`src/hw/uart_pkg.sv`:
```
package uart_pkg;

  // frame layout: start, data lsb first, even parity, stop
  localparam int DATA_BITS = 8;
  localparam int FRAME_BITS = 11;

  // bit 15 high means write, low means read
  localparam int CMD_RW_BIT = 15;

  typedef logic [DATA_BITS-1:0] byte_t;

  // host command, upper byte goes out first
  typedef logic [2*DATA_BITS-1:0] cmd_t;

endpackage

```
`src/hw/uart_cmd_bridge.sv`:
```
module uart_cmd_bridge #(
  parameter int CLKS_PER_BIT       = 434,
  parameter int GAP_BITS           = 4,
  parameter int REPLY_TIMEOUT_BITS = 32
) (
  input  logic            clk,
  input  logic            rst_n,
  input  uart_pkg::cmd_t  cmd_in,
  input  logic            cmd_vld,
  output logic            cmd_rdy,
  input  logic            rx,
  output logic            tx,
  output logic            read_rdy,
  output uart_pkg::byte_t read_data,
  output logic            read_err
);
  import uart_pkg::*;

  logic  tx_start;
  byte_t tx_byte;
  logic  tx_done;
  logic  rx_valid;
  byte_t rx_byte;
  logic  rx_err;

  uart_cmd_ctrl #(
    .CLKS_PER_BIT       (CLKS_PER_BIT),
    .GAP_BITS           (GAP_BITS),
    .REPLY_TIMEOUT_BITS (REPLY_TIMEOUT_BITS)
  ) u_uart_cmd_ctrl (
    .clk       (clk),
    .rst_n     (rst_n),
    .cmd_in    (cmd_in),
    .cmd_vld   (cmd_vld),
    .cmd_rdy   (cmd_rdy),
    .tx_start  (tx_start),
    .tx_byte   (tx_byte),
    .tx_done   (tx_done),
    .rx_valid  (rx_valid),
    .rx_byte   (rx_byte),
    .rx_err    (rx_err),
    .read_rdy  (read_rdy),
    .read_data (read_data),
    .read_err  (read_err)
  );

  uart_tx #(
    .CLKS_PER_BIT (CLKS_PER_BIT)
  ) u_uart_tx (
    .clk      (clk),
    .rst_n    (rst_n),
    .tx_start (tx_start),
    .tx_byte  (tx_byte),
    .tx_done  (tx_done),
    .tx       (tx)
  );

  // the receiver runs all the time, the sequencer decides when it matters
  uart_rx #(
    .CLKS_PER_BIT (CLKS_PER_BIT)
  ) u_uart_rx (
    .clk      (clk),
    .rst_n    (rst_n),
    .rx       (rx),
    .rx_valid (rx_valid),
    .rx_byte  (rx_byte),
    .rx_err   (rx_err)
  );

endmodule

```
`src/hw/uart_cmd_ctrl.sv`:
```
module uart_cmd_ctrl #(
  parameter int CLKS_PER_BIT       = 434,
  parameter int GAP_BITS           = 4,
  parameter int REPLY_TIMEOUT_BITS = 32
) (
  input  logic            clk,
  input  logic            rst_n,
  input  uart_pkg::cmd_t  cmd_in,
  input  logic            cmd_vld,
  output logic            cmd_rdy,
  output logic            tx_start,
  output uart_pkg::byte_t tx_byte,
  input  logic            tx_done,
  input  logic            rx_valid,
  input  uart_pkg::byte_t rx_byte,
  input  logic            rx_err,
  output logic            read_rdy,
  output uart_pkg::byte_t read_data,
  output logic            read_err
);
  import uart_pkg::*;

  localparam int GAP_CYC = GAP_BITS * CLKS_PER_BIT;
  localparam int TMO_CYC = REPLY_TIMEOUT_BITS * CLKS_PER_BIT;
  localparam int CNT_MAX = (GAP_CYC > TMO_CYC) ? GAP_CYC : TMO_CYC;
  localparam int CNT_W = $clog2(CNT_MAX + 1);

  typedef enum logic [2:0] {
    S_IDLE,
    S_SEND_HI,
    S_GAP,
    S_SEND_LO,
    S_WAIT
  } state_t;

  state_t           state_q;
  state_t           state_d;
  cmd_t             cmd_q;
  logic [CNT_W-1:0] cnt_q;
  logic             accept;
  logic             is_write;
  logic             gap_end;
  logic             reply;
  logic             timeout;

  assign accept = cmd_vld && cmd_rdy;
  assign is_write = cmd_q[CMD_RW_BIT];

  // tx_start is registered, so the gap ends one count early
  assign gap_end = (state_q == S_GAP) && (cnt_q == CNT_W'(GAP_CYC - 2));
  assign reply = (state_q == S_WAIT) && rx_valid;
  assign timeout = (state_q == S_WAIT) && !rx_valid && (cnt_q == CNT_W'(TMO_CYC - 1));

  // upper byte goes out first, lower byte only on a write
  assign tx_byte = (state_q == S_SEND_LO) ? cmd_q[0 +: DATA_BITS] : cmd_q[DATA_BITS +: DATA_BITS];

  always_comb
  begin
    state_d = state_q;
    case (state_q)
      S_IDLE:
      begin
        if (accept)
          state_d = S_SEND_HI;
      end
      S_SEND_HI:
      begin
        if (tx_done)
          state_d = is_write ? S_GAP : S_WAIT;
      end
      S_GAP:
      begin
        if (gap_end)
          state_d = S_SEND_LO;
      end
      S_SEND_LO:
      begin
        if (tx_done)
          state_d = S_IDLE;
      end
      S_WAIT:
      begin
        if (reply || timeout)
          state_d = S_IDLE;
      end
      default:
        state_d = S_IDLE;
    endcase
  end

  always_ff @(posedge clk)
  begin
    if (accept)
      cmd_q <= cmd_in;
    if (reply)
      read_data <= rx_byte;
    else if (timeout)
      read_data <= '0;
  end

  always_ff @(posedge clk or negedge rst_n)
  begin
    if (!rst_n)
    begin
      state_q  <= S_IDLE;
      cnt_q    <= '0;
      cmd_rdy  <= 1'b0;
      tx_start <= 1'b0;
      read_rdy <= 1'b0;
      read_err <= 1'b0;
    end
    else
    begin
      state_q  <= state_d;
      cmd_rdy  <= (state_d == S_IDLE);
      tx_start <= accept || gap_end;
      read_rdy <= reply || timeout;
      read_err <= timeout || (reply && rx_err);
      // one counter serves both the write gap and the reply timeout
      if (state_q == S_GAP || state_q == S_WAIT)
        cnt_q <= cnt_q + 1'b1;
      else
        cnt_q <= '0;
    end
  end

endmodule

```
`src/hw/uart_rx.sv`:
```
module uart_rx #(
  parameter int CLKS_PER_BIT = 434
) (
  input  logic            clk,
  input  logic            rst_n,
  input  logic            rx,
  output logic            rx_valid,
  output uart_pkg::byte_t rx_byte,
  output logic            rx_err
);
  import uart_pkg::*;

  localparam int CNT_W = $clog2(CLKS_PER_BIT + 1);
  localparam int BIT_W = $clog2(DATA_BITS + 1);
  localparam int HALF_BIT = CLKS_PER_BIT / 2;

  typedef enum logic [2:0] {
    RX_IDLE,
    RX_START,
    RX_DATA,
    RX_PARITY,
    RX_STOP
  } rx_state_t;

  rx_state_t        state_q;
  logic [1:0]       sync_q;
  logic             rx_s;
  logic             rx_last_q;
  logic [CNT_W-1:0] clk_cnt_q;
  logic [BIT_W-1:0] bit_cnt_q;
  byte_t            shift_q;
  logic             parity_q;
  logic             fall;
  logic             half_hit;
  logic             mid_hit;

  assign rx_s = sync_q[1];
  assign fall = rx_last_q && !rx_s;
  assign half_hit = clk_cnt_q == CNT_W'(HALF_BIT - 1);
  assign mid_hit = clk_cnt_q == CNT_W'(CLKS_PER_BIT - 1);
  assign rx_byte = shift_q;

  // two flops into the clock domain, plus one more for edge detect
  always_ff @(posedge clk or negedge rst_n)
  begin
    if (!rst_n)
    begin
      sync_q    <= 2'b11;
      rx_last_q <= 1'b1;
    end
    else
    begin
      sync_q    <= {sync_q[0], rx};
      rx_last_q <= rx_s;
    end
  end

  // lsb arrives first
  always_ff @(posedge clk)
  begin
    if (state_q == RX_DATA && mid_hit)
      shift_q <= {rx_s, shift_q[DATA_BITS-1:1]};
    if (state_q == RX_PARITY && mid_hit)
      parity_q <= rx_s;
  end

  always_ff @(posedge clk or negedge rst_n)
  begin
    if (!rst_n)
    begin
      state_q   <= RX_IDLE;
      clk_cnt_q <= '0;
      bit_cnt_q <= '0;
      rx_valid  <= 1'b0;
      rx_err    <= 1'b0;
    end
    else
    begin
      rx_valid <= 1'b0;
      case (state_q)
        RX_IDLE:
        begin
          clk_cnt_q <= '0;
          if (fall)
            state_q <= RX_START;
        end
        RX_START:
        begin
          if (half_hit)
          begin
            clk_cnt_q <= '0;
            bit_cnt_q <= '0;
            // a glitch that is gone by half a bit is not a start bit
            state_q   <= rx_s ? RX_IDLE : RX_DATA;
          end
          else
            clk_cnt_q <= clk_cnt_q + 1'b1;
        end
        RX_DATA:
        begin
          if (mid_hit)
          begin
            clk_cnt_q <= '0;
            bit_cnt_q <= bit_cnt_q + 1'b1;
            if (bit_cnt_q == BIT_W'(DATA_BITS - 1))
              state_q <= RX_PARITY;
          end
          else
            clk_cnt_q <= clk_cnt_q + 1'b1;
        end
        RX_PARITY:
        begin
          if (mid_hit)
          begin
            clk_cnt_q <= '0;
            state_q   <= RX_STOP;
          end
          else
            clk_cnt_q <= clk_cnt_q + 1'b1;
        end
        RX_STOP:
        begin
          if (mid_hit)
          begin
            state_q  <= RX_IDLE;
            rx_valid <= 1'b1;
            // even parity over data and parity bit, stop must be high
            rx_err   <= (^shift_q ^ parity_q) | !rx_s;
          end
          else
            clk_cnt_q <= clk_cnt_q + 1'b1;
        end
        default:
          state_q <= RX_IDLE;
      endcase
    end
  end

endmodule

```
`src/hw/uart_tx.sv`:
```
module uart_tx #(
  parameter int CLKS_PER_BIT = 434
) (
  input  logic            clk,
  input  logic            rst_n,
  input  logic            tx_start,
  input  uart_pkg::byte_t tx_byte,
  output logic            tx_done,
  output logic            tx
);
  import uart_pkg::*;

  localparam int CNT_W = $clog2(CLKS_PER_BIT + 1);
  localparam int BIT_W = $clog2(FRAME_BITS + 1);

  logic                  busy_q;
  logic [CNT_W-1:0]      clk_cnt_q;
  logic [BIT_W-1:0]      bit_cnt_q;
  logic [FRAME_BITS-2:0] shift_q;
  logic                  load;
  logic                  bit_end;

  assign load = tx_start && !busy_q;
  assign bit_end = busy_q && (clk_cnt_q == CNT_W'(CLKS_PER_BIT - 1));

  // last cycle of the stop bit
  assign tx_done = bit_end && (bit_cnt_q == BIT_W'(FRAME_BITS - 1));

  // data, parity and stop wait here behind the start bit
  always_ff @(posedge clk)
  begin
    if (load)
      shift_q <= {1'b1, ^tx_byte, tx_byte};
    else if (bit_end)
      shift_q <= {1'b1, shift_q[FRAME_BITS-2:1]};
  end

  always_ff @(posedge clk or negedge rst_n)
  begin
    if (!rst_n)
    begin
      busy_q    <= 1'b0;
      clk_cnt_q <= '0;
      bit_cnt_q <= '0;
      tx        <= 1'b1;
    end
    else if (load)
    begin
      busy_q    <= 1'b1;
      clk_cnt_q <= '0;
      bit_cnt_q <= '0;
      // start bit
      tx        <= 1'b0;
    end
    else if (busy_q)
    begin
      if (bit_end)
      begin
        clk_cnt_q <= '0;
        if (tx_done)
        begin
          busy_q <= 1'b0;
          tx     <= 1'b1;
        end
        else
        begin
          bit_cnt_q <= bit_cnt_q + 1'b1;
          tx        <= shift_q[0];
        end
      end
      else
      begin
        clk_cnt_q <= clk_cnt_q + 1'b1;
      end
    end
  end

endmodule

```
`config.mk`:
```
export PLATFORM = sky130hd
export DESIGN_NAME = uart_cmd_bridge
export DESIGN_NICKNAME = d
export VERILOG_FILES = /design/src/hw/uart_pkg.sv /design/src/hw/uart_cmd_bridge.sv /design/src/hw/uart_cmd_ctrl.sv /design/src/hw/uart_rx.sv /design/src/hw/uart_tx.sv
export SDC_FILE = /design/constraint.sdc
export NUM_CORES = 1
export LEC_CHECK = 0
export BUFFER_PORTS_ARGS = -buffer_cell sky130_fd_sc_hd__clkbuf_2
export CORE_MARGIN = 4
export CORE_UTILIZATION = 50
export CTS_CLUSTER_SIZE = 8
export DETAILED_ROUTE_END_ITERATION = 8
export HOLD_SLACK_MARGIN = 0.03
export PLACE_DENSITY = 0.73
export SLEW_MARGIN = 20
export SYNTH_ARGS = -nofsm -noshare
export SYNTH_HDL_FRONTEND = slang
export SYNTH_SLANG_ARGS = --single-unit
```
`constraint.sdc`:
```
create_clock -name clk -period 4.6 [get_ports clk]
set_input_delay 0.92 -clock clk [delete_from_list [all_inputs] [get_ports clk]]
set_output_delay 0.92 -clock clk [all_outputs]
set_load 0.02 [all_outputs]
```
==> qor.txt <==
Max Cap Viol = 0
residual overflow from global routing = 0
Yosys reg bits = 99
Slew HR = 50.9%
number of global-route vias before repair = 2950
reg2reg path depth = 4
Starting Density = 51.9%
initial antenna violation count = 0
setup TNS = 0 ps
P per Cell Area = 316 nW/um^2
Post-synth top flop = dfrtp_1
Clock Path Buffers = 2
peak supply drop = 0.000219 V
final hold viol count = 0
RSZ-0062 raised after global routing = false
Syn-to-layout area delta = 9.91%
final design utilization = 57.1%
die height = 104 um
largest net degree at the start of global routing = 51
final wirelength = 8.07 mm
final-stage net count = 454
crit end category = flip-flop
required time of the worst setup path = 4630 ps
Post-Layout Cell Count = 537
hold path endpoint = u_uart_rx.sync_q[1]
Vias = 2986
worst slew pin tran = 737 ps
cts bufs inserted = 9
FFs w/ async S/R, synth = 57.6%
most common cell in the netlist = dfrtp_1
CP max FO = 12
CTS Hold Bufs = 0
CP Class = reg -> reg
slowest stage cell on the critical path = nor4_4
GP Congestion = 0.875
crit-path cells = ha_1 -> nand4_1 -> nor4_4 -> nand2b_1
Final Setup Violations = 0
total core area = 8850 um^2
worst-skew pair later-pin latency = 360 ps
post-CTS sizing = 0
crit-path max cell delay = 610 ps
DRC = 0
WL/cell = 15.0 um
minimum clock period = 2240 ps
WHS Path Cells = 0
worst hold path type = reg -> reg
CTS tree = done
Post-CTS Repair Setup Buffers = 0
placed cells = 521
reg-to-reg endpoint = u_uart_tx.shift_q[8]
Synth cell types = 61
Buffers on Ports = 31
proportion of layout cells with a drive suffix above 1 = 14.9%
Static Leak = 2.07 nW
GR met3 Demand/Resource = 4.03%
Critical Path AT = 2270 ps
clk slew on worst S/H paths = 100 ps
synth warn = 0
Mean Syn Cell Area = 11.8 um^2
status = complete, no violations
leading area contributor after synthesis = dfrtp_1
Final period util = 48.8%
CTS H-Tree Depth = 3
ANT cells = 0
die area = 10800 um^2
fmax = 445 MHz
Tot GR Track Use = 15.7%
Worst Clk Skew = 13.9 ps
First-pass DRT Iterations = 4
row count = 34
HPWL after DPL = 5.73 mm
Post-synth EDFFs = 42
Worst Hold Launch = u_uart_rx.sync_q[0]
GR Util met2 = 25.7%
die width = 104 um
GRT busiest layer = met2
CTS sink count = 99
clk root buf = clkbuf_8
Seq/Total Area, Yosys = 58.6%
worst setup margin = 2360 ps
met1 Usage GRT = 20.6%
synth top area cells = dfrtp_1 29%, edfxtp_1 27%, xnor2_1 4.8%
startpoint types = flip-flop
internal reg-to-reg setup slack = 2360 ps
Synth Instances = 390
post-route ant nets = 0
area share of the largest cell type after synthesis = 28.9%
I/O Pins = 32
most instantiated cells after synthesis = 53 x dfrtp_1, 42 x edfxtp_1, 36 x nor2_1
vias per inst = 5.56
Pins Over Slew Limit = 0
Worst R2R Start = u_uart_tx.clk_cnt_q[0]
global-route wire length before repair = 13.9 mm
initial detailed-routing violation count = 96
Post-Syn Area = 4590 um^2
syn_nets = 420
pre-CTS WS = 2210 ps
worst max-delay path by stage:
stage	from	cells past startpoint	end
global placement	u_uart_tx.clk_cnt_q[2]	3	u_uart_tx.shift_q[1]
finish	u_uart_tx.clk_cnt_q[0]	4	u_uart_tx.shift_q[8]
floorplan	u_uart_rx.clk_cnt_q[1]	6	u_uart_rx.bit_cnt_q[0]
CTS	u_uart_tx.clk_cnt_q[0]	4	u_uart_tx.shift_q[8]
global route	u_uart_tx.clk_cnt_q[0]	4	u_uart_tx.shift_q[8]
detailed placement	u_uart_tx.clk_cnt_q[0]	4	u_uart_tx.shift_q[1]
where the power goes:
group	switching, mW	internal (mW)	total [mW]	leakage (nW)
clock network	0.315	0.206	0.521	0.0884
registers	0.0386	0.947	0.986	1.11
logic	0.0444	0.0461	0.0905	0.876
total	0.398	1.20	1.60	2.07
sequential cells by signal (all words and copies together), names as in the netlist, 4 cells and up:
name and cells:
u_uart_tx.shift_q 9, u_uart_rx.bit_cnt_q 4, u_uart_rx.clk_cnt_q 9, u_uart_rx.rx_byte 8, u_uart_tx.clk_cnt_q 9, u_uart_cmd_ctrl.cmd_q 16
u_uart_cmd_ctrl.read_data 8, u_uart_tx.bit_cnt_q 4, u_uart_cmd_ctrl.cnt_q 14
layer usage:
metal | up-vias | wire (um)
li1 | 1481 | -
met1 | 1467 | 3810
met2 | 33 | 3990
met3 | 5 | 205
met4 | 0 | 72
met5 | - | 0
cell families (layout without fill, tap and decap cells):
logic type,after synthesis,count (layout),share of synthesized area (%)
adders and majority gates,10,10,2.72
xor gates and xnor gates,41,41,8.12
buffers and inverters,21,60,1.85
AOI/OAI and AO/OA,64,64,9.04
muxes,11,11,2.42
DFF,99,99,58.6
and+or+nand+nor,144,144,17.2
area by class of cell:
cell class,count,area (um^2)
sequential,99,2690
multi-input combinational,270,1830
clock buffer,9,124
fill,767,3800
clock inverter,7,61.3
timing repair buffer,33,170
tap,108,135
inverter,11,41.3
cell usage in the layout, fill, tap and decap left out, types with 12 or more instances in the layout:
cell and count:
dfrtp_1 53, clkbuf_2 31, o21ai_0 28, xor2_1 15
nand2_1 23, xnor2_1 25, nand4_1 12, and3_1 13
nor2_1 36, edfxtp_1 42
stage by stage:
stage	power, mW	hold WS, ps	area (um^2)
after floorplan	1.06	345	4590
after global placement	1.09	354	4860
after detailed placement	1.10	358	4860
after CTS	1.62	370	5040
after global routing	1.67	365	5050
final	1.60	372	5050
critical path, delay by kind of cell, from the launching register on:
| family | cells | cell delay [ps] |
|---|---|---|
| simple gates | 3 | 1200 |
| flops | 1 | 510 |
| fa+ha+maj | 1 | 190 |
No activity file was read; power rests on OpenSTA's default activity.
